<file path="src/packet_gen_settings.svh">
// Size settings for the packet generator, shared by the packages, interfaces and modules
// Include wherever a table, stream or counter width is needed
`ifndef PACKET_GEN_SETTINGS_SVH
`define PACKET_GEN_SETTINGS_SVH

// Flow table
`define NUM_FLOWS      16
`define FLOW_IDX_W     4
`define CFG_WORDS      4

// Data path
`define DATA_W         64
`define MIN_PKT_WORDS  8

// Counters
`define PKT_CNT_W      32
`define BYTE_CNT_W     40
`define FINITE_CNT_W   16

`endif

</file>
<file path="src/flow_pkg.sv">
// Flow table entry layout, as a decoded struct and as a view of 32-bit config words
// Referenced by scoped name from the arbiter, the config writer and the assembler
`include "packet_gen_settings.svh"

package flow_pkg;

    // One flow entry, 128 bits, mac_da on top
    typedef struct packed {
        logic [47:0] mac_da;
        logic [47:0] mac_sa;
        logic [15:0] ether_type;
        logic [7:0]  pkt_words;
        logic [7:0]  payload_value;
    } flow_def_t;

    // Word 0 is the most significant lane and holds mac_da[47:16]
    typedef logic [0:`CFG_WORDS-1][31:0] flow_words_t;

    // Config side writes by word, packet side reads by field
    typedef union packed {
        flow_def_t   def;
        flow_words_t words;
    } flow_word_u;

endpackage

</file>
<file path="src/tx_pkg.sv">
// Transmit side types: assembler states and counter widths
// Referenced by scoped name from the assembler, the counters and the top level
`include "packet_gen_settings.svh"

package tx_pkg;

    typedef enum logic [2:0] {
        IDLE,
        FETCH,
        HEADER,
        MIXED,
        PAYLOAD,
        DONE
    } asm_state_t;

    typedef logic [`PKT_CNT_W-1:0]  pkt_cnt_t;
    typedef logic [`BYTE_CNT_W-1:0] byte_cnt_t;

endpackage

</file>
<file path="src/flow_mem_if.sv">
// Access port into the flow table, one instance per table master
// Master holds req and its request fields until gnt; read data follows gnt by one cycle
`include "packet_gen_settings.svh"

interface flow_mem_if;

    logic                         req;
    logic                         we;
    logic [`FLOW_IDX_W-1:0]       addr;
    logic [$clog2(`CFG_WORDS)-1:0] word_sel;
    logic [31:0]                  wdata;
    logic                         gnt;
    logic                         rvalid;
    flow_pkg::flow_word_u         rdata;

    modport master  (output req, we, addr, word_sel, wdata, input gnt, rvalid, rdata);
    modport arbiter (input req, we, addr, word_sel, wdata, output gnt, rvalid, rdata);

endinterface

</file>
<file path="src/pkt_stream_if.sv">
// Internal 64-bit packet stream, every beat full, tuser carries the flow index
`include "packet_gen_settings.svh"

interface pkt_stream_if;

    logic [`DATA_W-1:0]     tdata;
    logic                   tvalid;
    logic                   tready;
    logic                   tlast;
    logic [`FLOW_IDX_W-1:0] tuser;

    modport source  (output tdata, tvalid, tlast, tuser, input tready);
    modport monitor (input tdata, tvalid, tready, tlast, tuser);

endinterface

</file>
<file path="src/flow_table_arbiter.sv">
// Single-port flow table RAM shared by the packet assembler and the config writer
// Generator port always wins; the config port is served in any cycle it is left free
`include "packet_gen_settings.svh"

module flow_table_arbiter (
    input  logic         packet_out,
    input  logic         rst,
    flow_mem_if.arbiter  cfg_mem,
    flow_mem_if.arbiter  gen_mem
);

    flow_pkg::flow_word_u ram [`NUM_FLOWS];
    flow_pkg::flow_word_u rd_word;

    logic                          cfg_gnt;
    logic                          gen_gnt;
    logic                          port_en;
    logic                          port_we;
    logic [`FLOW_IDX_W-1:0]        port_addr;
    logic [$clog2(`CFG_WORDS)-1:0] port_sel;
    logic [31:0]                   port_wdata;

    ////////////////////
    // Fixed priority grant

    assign gen_gnt     = gen_mem.req;
    assign cfg_gnt     = cfg_mem.req && !gen_mem.req;
    assign gen_mem.gnt = gen_gnt;
    assign cfg_mem.gnt = cfg_gnt;

    // Steer the winner onto the one RAM port
    assign port_en    = gen_gnt || cfg_gnt;
    assign port_we    = gen_gnt ? gen_mem.we       : cfg_mem.we;
    assign port_addr  = gen_gnt ? gen_mem.addr     : cfg_mem.addr;
    assign port_sel   = gen_gnt ? gen_mem.word_sel : cfg_mem.word_sel;
    assign port_wdata = gen_gnt ? gen_mem.wdata    : cfg_mem.wdata;

    ////////////////////
    // RAM port

    always_ff @(posedge packet_out) begin
        if (rst) begin
            for (int i = 0; i < `NUM_FLOWS; i++) begin
                ram[i] <= '0;
            end
            gen_mem.rvalid <= 1'b0;
            cfg_mem.rvalid <= 1'b0;
        end else begin
            // Only the selected 32-bit lane changes on a write
            if (port_en && port_we) begin
                ram[port_addr].words[port_sel] <= port_wdata;
            end
            gen_mem.rvalid <= gen_gnt && !gen_mem.we;
            cfg_mem.rvalid <= cfg_gnt && !cfg_mem.we;
        end
    end

    // Whole entry read, valid the cycle after gnt
    always_ff @(posedge packet_out) begin
        if (port_en && !port_we) begin
            rd_word <= ram[port_addr];
        end
    end

    assign gen_mem.rdata = rd_word;
    assign cfg_mem.rdata = rd_word;

endmodule

</file>
<file path="src/flow_config_writer.sv">
// Holds one configuration word and writes it into its flow table lane when granted
// cfg_busy covers the time from the accepted cfg_write until the word is in the RAM
`include "packet_gen_settings.svh"

module flow_config_writer (
    input  logic                          packet_out,
    input  logic                          rst,
    input  logic                          cfg_write,
    input  logic [`FLOW_IDX_W-1:0]        cfg_flow,
    input  logic [$clog2(`CFG_WORDS)-1:0] cfg_word,
    input  logic [31:0]                   cfg_data,
    output logic                          cfg_busy,
    flow_mem_if.master                    mem
);

    logic                          pending;
    logic                          accept;
    logic [`FLOW_IDX_W-1:0]        flow_q;
    logic [$clog2(`CFG_WORDS)-1:0] word_q;
    logic [31:0]                   data_q;

    // New words only while nothing is waiting
    assign accept = cfg_write && !pending;

    always_ff @(posedge packet_out) begin
        if (rst) begin
            pending <= 1'b0;
        end else if (accept) begin
            pending <= 1'b1;
        end else if (mem.gnt) begin
            pending <= 1'b0;
        end
    end

    always_ff @(posedge packet_out) begin
        if (accept) begin
            flow_q <= cfg_flow;
            word_q <= cfg_word;
            data_q <= cfg_data;
        end
    end

    assign cfg_busy     = pending;
    assign mem.req      = pending;
    assign mem.we       = 1'b1;
    assign mem.addr     = flow_q;
    assign mem.word_sel = word_q;
    assign mem.wdata    = data_q;

endmodule

</file>
<file path="src/packet_assembler.sv">
// Walks the flow table from entry 0 to last_flow and sends one Ethernet packet per entry
// Header in beats 0 and 1, fill bytes after; length is max(pkt_words, MIN_PKT_WORDS)
`include "packet_gen_settings.svh"

module packet_assembler (
    input  logic                     packet_out,
    input  logic                     rst,
    input  logic                     transmit,
    input  logic                     finite_tx,
    input  logic [`FINITE_CNT_W-1:0] finite_count,
    input  logic [`FLOW_IDX_W-1:0]   last_flow,
    flow_mem_if.master               mem,
    pkt_stream_if.source             out
);

    tx_pkg::asm_state_t       state;
    flow_pkg::flow_def_t      flow;
    logic [`FLOW_IDX_W-1:0]   flow_idx;
    logic [`FLOW_IDX_W-1:0]   next_idx;
    logic [`FLOW_IDX_W-1:0]   last_flow_q;
    logic                     finite_q;
    logic [`FINITE_CNT_W-1:0] pkts_left;
    logic [7:0]               beat_cnt;
    logic [7:0]               pkt_len;
    logic                     fetch_sent;
    logic                     xfer;
    logic                     final_beat;

    assign xfer       = out.tvalid && out.tready;
    assign final_beat = (state == tx_pkg::PAYLOAD) && (beat_cnt == pkt_len - 8'd1);
    assign next_idx   = (flow_idx == last_flow_q) ? '0 : flow_idx + 1'b1;

    ////////////////////
    // Table read

    assign mem.req      = (state == tx_pkg::FETCH) && !fetch_sent;
    assign mem.we       = 1'b0;
    assign mem.addr     = flow_idx;
    assign mem.word_sel = '0;
    assign mem.wdata    = '0;

    ////////////////////
    // Control FSM

    always_ff @(posedge packet_out) begin
        if (rst) begin
            state       <= tx_pkg::IDLE;
            flow_idx    <= '0;
            last_flow_q <= '0;
            finite_q    <= 1'b0;
            pkts_left   <= '0;
            beat_cnt    <= '0;
            fetch_sent  <= 1'b0;
        end else begin
            case (state)
                tx_pkg::IDLE: begin
                    flow_idx    <= '0;
                    last_flow_q <= last_flow;
                    finite_q    <= finite_tx;
                    // A count of zero still sends one packet
                    pkts_left   <= (finite_count == '0) ? '0 : finite_count - 1'b1;
                    if (transmit) begin
                        state <= tx_pkg::FETCH;
                    end
                end
                tx_pkg::FETCH: begin
                    if (mem.gnt) begin
                        fetch_sent <= 1'b1;
                    end
                    if (mem.rvalid) begin
                        fetch_sent <= 1'b0;
                        beat_cnt   <= '0;
                        state      <= tx_pkg::HEADER;
                    end
                end
                tx_pkg::HEADER, tx_pkg::MIXED, tx_pkg::PAYLOAD: begin
                    if (xfer) begin
                        beat_cnt <= beat_cnt + 8'd1;
                        if (state == tx_pkg::HEADER) begin
                            state <= tx_pkg::MIXED;
                        end else if (state == tx_pkg::MIXED) begin
                            state <= tx_pkg::PAYLOAD;
                        end else if (final_beat) begin
                            if (!transmit) begin
                                state <= tx_pkg::IDLE;
                            end else if (finite_q && pkts_left == '0) begin
                                state <= tx_pkg::DONE;
                            end else begin
                                if (finite_q) begin
                                    pkts_left <= pkts_left - 1'b1;
                                end
                                flow_idx <= next_idx;
                                state    <= tx_pkg::FETCH;
                            end
                        end
                    end
                end
                tx_pkg::DONE: begin
                    if (!transmit) begin
                        state <= tx_pkg::IDLE;
                    end
                end
                default: state <= tx_pkg::IDLE;
            endcase
        end
    end

    // Entry and padded length, captured when the read returns
    always_ff @(posedge packet_out) begin
        if (state == tx_pkg::FETCH && mem.rvalid) begin
            flow    <= mem.rdata.def;
            pkt_len <= (mem.rdata.def.pkt_words < 8'(`MIN_PKT_WORDS)) ?
                       8'(`MIN_PKT_WORDS) : mem.rdata.def.pkt_words;
        end
    end

    ////////////////////
    // Beat contents

    // Byte 0 of each beat in tdata[63:56]
    always_comb begin
        out.tvalid = (state == tx_pkg::HEADER) || (state == tx_pkg::MIXED) ||
                     (state == tx_pkg::PAYLOAD);
        case (state)
            tx_pkg::HEADER: out.tdata = {flow.mac_da, flow.mac_sa[47:32]};
            tx_pkg::MIXED:  out.tdata = {flow.mac_sa[31:0], flow.ether_type,
                                         {2{flow.payload_value}}};
            default:        out.tdata = {8{flow.payload_value}};
        endcase
    end

    assign out.tlast = final_beat;
    assign out.tuser = flow_idx;

endmodule

</file>
<file path="src/tx_counters.sv">
// Aggregate packet and byte counters on the output stream, both saturating
// cnt_sample copies the counts out and restarts them from zero
`include "packet_gen_settings.svh"

module tx_counters (
    input  logic              packet_out,
    input  logic              rst,
    pkt_stream_if.monitor     stream,
    input  logic              cnt_sample,
    output logic              sample_valid,
    output tx_pkg::pkt_cnt_t  pkt_count,
    output tx_pkg::byte_cnt_t byte_count
);

    tx_pkg::pkt_cnt_t  pkt_acc;
    tx_pkg::pkt_cnt_t  pkt_next;
    tx_pkg::byte_cnt_t byte_acc;
    tx_pkg::byte_cnt_t byte_next;
    logic [`BYTE_CNT_W:0] byte_sum;
    logic              beat_xfer;
    logic              pkt_xfer;

    assign beat_xfer = stream.tvalid && stream.tready;
    assign pkt_xfer  = beat_xfer && stream.tlast;

    // Hold at all-ones instead of wrapping
    assign pkt_next  = (pkt_xfer && !(&pkt_acc)) ? pkt_acc + 1'b1 : pkt_acc;
    assign byte_sum  = {1'b0, byte_acc} + (`BYTE_CNT_W + 1)'(8);
    assign byte_next = !beat_xfer ? byte_acc :
                       byte_sum[`BYTE_CNT_W] ? '1 : byte_sum[`BYTE_CNT_W-1:0];

    always_ff @(posedge packet_out) begin
        if (rst) begin
            pkt_acc      <= '0;
            byte_acc     <= '0;
            pkt_count    <= '0;
            byte_count   <= '0;
            sample_valid <= 1'b0;
        end else begin
            sample_valid <= cnt_sample;
            if (cnt_sample) begin
                pkt_count  <= pkt_acc;
                byte_count <= byte_acc;
                // A beat on the sample clock opens the new period
                pkt_acc    <= pkt_xfer ? tx_pkg::pkt_cnt_t'(1) : '0;
                byte_acc   <= beat_xfer ? tx_pkg::byte_cnt_t'(8) : '0;
            end else begin
                pkt_acc  <= pkt_next;
                byte_acc <= byte_next;
            end
        end
    end

endmodule

</file>
<file path="src/packet_gen_top.sv">
// Flow-based Ethernet test packet generator with a 64-bit output stream
// Configuration, transmit control, stream and counters all appear as plain ports
`include "packet_gen_settings.svh"

module packet_gen_top (
    input  logic                          rst,
    input  logic                          packet_out,
    input  logic                          cfg_write,
    input  logic [`FLOW_IDX_W-1:0]        cfg_flow,
    input  logic [$clog2(`CFG_WORDS)-1:0] cfg_word,
    input  logic [31:0]                   cfg_data,
    output logic                          cfg_busy,
    input  logic                          transmit,
    input  logic                          finite_tx,
    input  logic [`FINITE_CNT_W-1:0]      finite_count,
    input  logic [`FLOW_IDX_W-1:0]        last_flow,
    output logic [`DATA_W-1:0]            tdata,
    output logic                          tvalid,
    input  logic                          tready,
    output logic                          tlast,
    output logic [`FLOW_IDX_W-1:0]        tuser,
    input  logic                          cnt_sample,
    output logic                          sample_valid,
    output tx_pkg::pkt_cnt_t              pkt_count,
    output tx_pkg::byte_cnt_t             byte_count
);

    flow_mem_if   cfg_mem ();
    flow_mem_if   gen_mem ();
    pkt_stream_if stream ();

    assign stream.tready = tready;
    assign tdata         = stream.tdata;
    assign tvalid        = stream.tvalid;
    assign tlast         = stream.tlast;
    assign tuser         = stream.tuser;

    flow_config_writer u_cfg_writer (
        .packet_out (packet_out),
        .rst        (rst),
        .cfg_write  (cfg_write),
        .cfg_flow   (cfg_flow),
        .cfg_word   (cfg_word),
        .cfg_data   (cfg_data),
        .cfg_busy   (cfg_busy),
        .mem        (cfg_mem.master)
    );

    flow_table_arbiter u_arbiter (
        .packet_out (packet_out),
        .rst        (rst),
        .cfg_mem    (cfg_mem.arbiter),
        .gen_mem    (gen_mem.arbiter)
    );

    packet_assembler u_assembler (
        .packet_out   (packet_out),
        .rst          (rst),
        .transmit     (transmit),
        .finite_tx    (finite_tx),
        .finite_count (finite_count),
        .last_flow    (last_flow),
        .mem          (gen_mem.master),
        .out          (stream.source)
    );

    tx_counters u_counters (
        .packet_out   (packet_out),
        .rst          (rst),
        .stream       (stream.monitor),
        .cnt_sample   (cnt_sample),
        .sample_valid (sample_valid),
        .pkt_count    (pkt_count),
        .byte_count   (byte_count)
    );

endmodule

</file>
<file path="config.mk">
export PLATFORM = sky130hd
export DESIGN_NAME = packet_gen_top
export DESIGN_NICKNAME = d
export VERILOG_FILES = /design/src/flow_pkg.sv /design/src/tx_pkg.sv /design/src/flow_mem_if.sv /design/src/pkt_stream_if.sv /design/src/flow_table_arbiter.sv /design/src/flow_config_writer.sv /design/src/packet_assembler.sv /design/src/tx_counters.sv /design/src/packet_gen_top.sv
export VERILOG_INCLUDE_DIRS = /design/src /design/src/src
export SDC_FILE = /design/constraint.sdc
export NUM_CORES = 2
export LEC_CHECK = 0
export ABC_AREA = 1
export BUFFER_PORTS_ARGS = -buffer_cell sky130_fd_sc_hd__buf_2
export CORE_MARGIN = 1.5
export CORE_UTILIZATION = 50
export CTS_CLUSTER_SIZE = 8
export DETAILED_ROUTE_END_ITERATION = 7
export PLACE_DENSITY = 0.66
export SLEW_MARGIN = 25
export SYNTH_ARGS = -nofsm -noshare
export SYNTH_HDL_FRONTEND = slang
export SYNTH_HIERARCHICAL = 1
export SYNTH_SLANG_ARGS = --single-unit
</file>
<file path="constraint.sdc">
create_clock -name packet_out -period 10.3 [get_ports packet_out]
set_input_delay 1.03 -clock packet_out [delete_from_list [all_inputs] [get_ports packet_out]]
set_output_delay 1.03 -clock packet_out [all_outputs]
set_load 0.02 [all_outputs]
</file>
**After elaboration in Yosys (flattened, before gate mapping)**

Memory sizes are Yosys's and may differ from the RTL's. A register that Yosys moved wholly into a read port is not among the register bits.
Cells that the tools add are included.
W data, S select, Z words.

- Bits in registers: 350
- RAM bits: 2,048
- Bits of input ports: 65
- Output and inout bits: 144
- Memories kept: 1

- $add $sub $neg: 7
- Order comparisons: 3
- Eq/ne operators: 18
- Multiplexer cells: 56
- Bitwise gates (word level): 1
- Reductions and logical operators: 36

Memories:

| name | depth | bits a word | rd ports | clocked after Yosys merged registers in | write ports | RTL line | text |
|---|---|---|---|---|---|---|---|
| u_arbiter.ram | 16 | 128 | 1 | 1 | 16 | flow_table_arbiter.sv:12 | `` flow_pkg::flow_word_u ram [`NUM_FLOWS]; `` |

Operators by type and width:

| operator | count |
|---|---|
| $mux W128 | 3 |
| $mux W16 | 8 |
| $mux W32 | 4 |
| $pmux W64 S2 | 1 |
| $reduce_or A128 Y1 | 1 |
| $mux W40 | 3 |
| $demux W32 S2 | 1 |
| $add A40 B4 Y41 const B | 1 |
| $mux W4 | 10 |
| $add A32 B1 Y32 const B | 1 |
| $logic_not A16 Y1 | 2 |
| $pmux W16 S2 | 1 |
| $reduce_and A32 Y1 | 1 |
| $sub A16 B1 Y16 const B | 2 |
| $mux W3 | 9 |
| $mux W8 | 2 |
| $pmux W8 S2 | 1 |
| $ne A2 B2 Y1 const B | 7 |
| $logic_and A1 B1 Y1 | 12 |
| $pmux W3 S4 | 1 |
| $reduce_bool A2 Y1 | 6 |
| $mux W1 | 10 |
| $add A8 B1 Y8 const B | 1 |
| $eq A8 B8 Y1 | 1 |
| 23 further kinds | 32 |

**Longest topological paths before layout**

- Word-level depth: 11
- Mapped depth: 19
- Mapped depth without buffers: 19

**Hierarchy**

The synthesis kept the hierarchy.

Modules (own cells, without submodules):

| module | times used | cells an instance | area an instance (um^2) |
|---|---|---|---|
| flow_table_arbiter | 1 | 11,252 | 101,615.0 |
| packet_assembler | 1 | 858 | 7,925.1 |
| tx_counters | 1 | 924 | 6,510.0 |
| flow_config_writer | 1 | 48 | 1,209.9 |

**Least setup slack after synthesis**

OpenSTA, ideal clock, no wires.

- Path kind: reg2reg
- Start: register u_assembler.state[2]
- End: register u_assembler.beat_cnt[5]
- Arrival: 7.225 ns
- Data required time: 10.173 ns
- Setup slack: 2.948 ns
- Stages on the path, launching flop included: 11
- Cells stage by stage: dfxtp_1 nor3_2 inv_1 nor2_1 inv_1 nand2_2 inv_1 nor3_2 nand2_1 o21ai_0 a21oi_1

- Cells in the longest elaborated chain, start to end: 6
- Elaborated cells between the ends (all ways): 13
- Those cells by class: 6 x eq/ne; 1 x mux; 6 x reduce/logical

Ends and longest elaborated chain:

| element | RTL line | text |
|---|---|---|
| from (decl) | packet_assembler.sv:16 | `tx_pkg::asm_state_t state;` |
| from (signal assigned) | packet_assembler.sv:47 | `state <= tx_pkg::IDLE;` |
| from (signal assigned) | packet_assembler.sv:63 | `state <= tx_pkg::FETCH;` |
| from (signal assigned) | packet_assembler.sv:73 | `state <= tx_pkg::HEADER;` |
| $eq A3 B2 Y1 | packet_assembler.sv:55, packet_assembler.sv:122 |  |
| $logic_or A1 B1 Y1 (2 in a row) | packet_assembler.sv:122 | `out.tvalid = (state == tx_pkg::HEADER) \|\| (state == tx_pkg::MIXED) \|\|` |
| $logic_and A1 B1 Y1 | packet_assembler.sv:29 | `assign xfer = out.tvalid && out.tready;` |
| $ne A2 B1 Y1 (no source line) | n/a |  |
| $reduce_and A3 Y1 (no source line) | n/a |  |
| to (signal assigned) | packet_assembler.sv:78 | `beat_cnt <= beat_cnt + 8'd1;` |
| to (decl) | packet_assembler.sv:23 | `logic [7:0] beat_cnt;` |

Several ways; a longest one is shown, not always the timed one.
A chain may end at the register's enable or synchronous reset.

**Final worst setup path**

- Start: register u_assembler.state[0]
- End: register u_arbiter.rd_word, in the netlist u_arbiter/cfg_mem.rdata[53] (read register of u_arbiter.ram) (data pin)

- Cells in the longest elaborated chain, start to end: 6
- Elaborated cells between the ends (all ways): 7
- Those cells by class: 1 x eq/ne; 1 x mux; 5 x reduce/logical

Ends and longest elaborated chain:

| element | RTL line | text |
|---|---|---|
| $eq A3 B1 Y1 (*) | packet_assembler.sv:36 | `assign mem.req = (state == tx_pkg::FETCH) && !fetch_sent;` |
| $logic_and A1 B1 Y1 (*) | packet_assembler.sv:36 |  |
| named net gen_mem.req | flow_mem_if.sv:7 | `logic req;` |
| $logic_not A1 Y1 | flow_table_arbiter.sv:27 | `assign cfg_gnt = cfg_mem.req && !gen_mem.req;` |
| $logic_and A1 B1 Y1 | flow_table_arbiter.sv:27 |  |
| $logic_or A1 B1 Y1 | flow_table_arbiter.sv:32 | `assign port_en = gen_gnt \|\| cfg_gnt;` |
| $logic_and A1 B1 Y1 | flow_table_arbiter.sv:60 | `if (port_en && !port_we) begin` |
| to (decl) | flow_table_arbiter.sv:13 | `flow_pkg::flow_word_u rd_word;` |

Mark *: on every way through the listed nets, which the timed path passes. The rest lies on a longest branch.

==> reports/qor.csv <==
metric,value,unit
tightest_slew,1.165,ns
crit_required,11.11,ns
clock_path_buffers,4,
holdWs,0.2449,ns
vdd_drop_max,0.2169,mV
routed_via_density,5.832,
antenna_found_initial,16,
rows,177,
post-route-period-util,62.46,%
grt_pass1_wl,569600,um
final_antenna_net_count,0,
min_path_cells,1,
num-fill-cells,20337,
holdPathEnd,u_cfg_writer/mem.wdata[30],
coreArea,232800,um^2
cts_made_buffers,365,
p_per_area,239.9,nW/um^2
setup-tns-final,0,ns
critPathArrivalTime,7.24,ns
post_cts.repair.setup_buffers,0,
r2r_slack,3.87,ns
slew_headroom,22.31,%
setup_viol,0,
hold_viol_final,0,
htree_levels,5,
hold_buffers,0,
yosys_warnings,6,
root_buffer,clkbuf_16,
insertion_delay,0.98,ns
start_util,50.37,%
grt_usage,32.22,%
grt_max_degree,217,
drt_wl_total,391600,um
syn_inst,13080,
cap_violations,0,
firstDrtPassIters,6,
worstReg2RegEnd,u_arbiter/cfg_mem.rdata[53],
layout-drive-gt1-share,7.537,%
drtIter0Drc,13652,
r2r_cells,18,
start_kind,flip-flop,
vias,93199,
syn_area_per_cell,8.963,um^2
design_area,129400,um^2
ios,209,
outcome,"complete, no violations",
p_total,31.03,mW
die_w,487.2,um
gp_congestion,0.9162,
placed_cell_area,119800,um^2
io_buffer_count,208,
path_class,flip-flop to flip-flop,
area_growth,10.34,%
clock-sinks,2522,
p_leak,56.21,nW
slew_viol_final,0,
wire_per_inst,24.50,um
endpoint_kind,flip-flop,
rsz0062_at_grt,false,
min_path_type,input port to flip-flop,
dieArea,237400,um^2
fin_skew,0.07441,ns
hpwlAfterDp,230600,um
hp-start,cfg_data[30],
fin_nets,12865,
cts-resized-gates,0,
grt_pass1_vias,86553,
die_h,487.2,um
fmax,155.4,MHz
synth.cell_area,117200,um^2
utilization,55.58,%
timing.rr.start,u_assembler/state[0],
final.min_clock_period,6.433,ns
cts_tree,yes,
multiInputGateArea,37360,um^2
regArea,73930,um^2
clkTransAtPathRegs,0.05,ns
crit_path_max_fanout,134,
drc,0,
grt-ovfl-total,0,
## routing by layer
metal  vias to the layer above  track usage [%]  part of all wire, %
met5                         -           0.5307                0.019
met4                        12            14.19                  4.9
met3                       937            7.235                   13
met2                      6129            47.26                   43
met1                     44816            45.78                   39
li1                      41305                -                    -
## cell type report
type | count | share of cell area (%)
multi-input cells | 9047 | 28.88
clock buffers | 410 | 7.274
flip-flops and latches | 2522 | 57.15
diodes | 5 | 0.009673
inverters | 401 | 1.175
repair buffers | 456 | 2.403
clock inverters | 7 | 0.07545
well taps | 3132 | 3.029
## worst max path at each step
stage,start,slack (ns),end,cells after the start
after floorplan,u_assembler/state[2],2.95,u_assembler/beat_cnt[5],10
after global placement,u_assembler/state[0],3.85,u_arbiter/ram[5][44],12
after detailed placement,u_assembler/state[0],3.87,u_arbiter/cfg_mem.rdata[53],18
after CTS,u_assembler/state[0],3.84,u_arbiter/cfg_mem.rdata[53],18
after global routing,u_assembler/state[0],3.64,u_arbiter/cfg_mem.rdata[36],18
final,u_assembler/state[0],3.87,u_arbiter/cfg_mem.rdata[53],18
## where the power goes
part | internal (mW) | switching (mW) | leakage, nW | total, mW
Sequential | 12.0 | 0.372 | 25.3 | 12.3
Clock | 6.31 | 4.16 | 4.65 | 10.5
Combinational | 1.61 | 6.61 | 26.2 | 8.22
## worst max-delay path: stages, from the launching register on
cell,delay [ns]
dfxtp_1,0.42
inv_2,0.11
nor3_2,0.35
inv_1,0.21
nor2_4,0.29
nand2_4,0.37
nand2_4,0.67
buf_12,0.51
buf_4,0.77
buf_4,0.78
buf_6,0.69
nand2_1,0.12
nand2_1,0.10
nand2_1,0.06
nand2_1,0.11
nand2_1,0.05
nand2_1,0.15
inv_1,0.09
nand2_1,0.07
## registers in the layout, indices dropped and copies added (netlist names), 2 cells and up
| signal | cells |
|---|---|
| u_arbiter/ram | 2048 |
| u_assembler/mem.addr | 4 |
| u_assembler/flow | 120 |
| u_assembler/beat_cnt | 8 |
| u_cfg_writer/mem.word_sel | 2 |
| u_cfg_writer/mem.wdata | 32 |
| u_arbiter/cfg_mem.rdata | 128 |
| u_assembler/pkts_left | 16 |
| u_counters/byte_count | 38 |
| u_assembler/pkt_len | 8 |
| u_cfg_writer/mem.addr | 4 |
| u_assembler/last_flow_q | 4 |
| u_assembler/state | 3 |
| u_counters/byte_acc | 38 |
| u_counters/pkt_acc | 32 |
| u_counters/pkt_count | 32 |
## metrics by stage
step / setup slack [ns] / cells
floorplan: 2.948 / 13114
global placement: 3.847 / 15552
detailed placement: 3.868 / 15556
CTS: 3.838 / 15973
global route: 3.637 / 15976
finish: 3.867 / 15980
## cell usage in the layout, fill, tap and decap left out, types with 8 or more instances in the layout
cell type,n
a21oi_1,92
a22o_1,19
a22oi_1,11
buf_2,208
buf_4,228
buf_6,8
clkbuf_1,40
clkbuf_16,370
conb_1,36
dfxtp_1,180
edfxtp_1,2342
inv_1,385
inv_2,10
mux2i_4,32
nand2_1,5112
nand2_2,22
nand2_4,9
nand3_1,1144
nand3b_1,13
nand4_1,20
nor2_1,2263
nor2_2,19
nor2_4,12
nor3_1,27
nor4_1,8
o211ai_1,14
o21ai_0,93
o21ai_1,12
xnor2_1,15
xor2_1,24
Note: power is estimated with default switching activity, not from simulation.
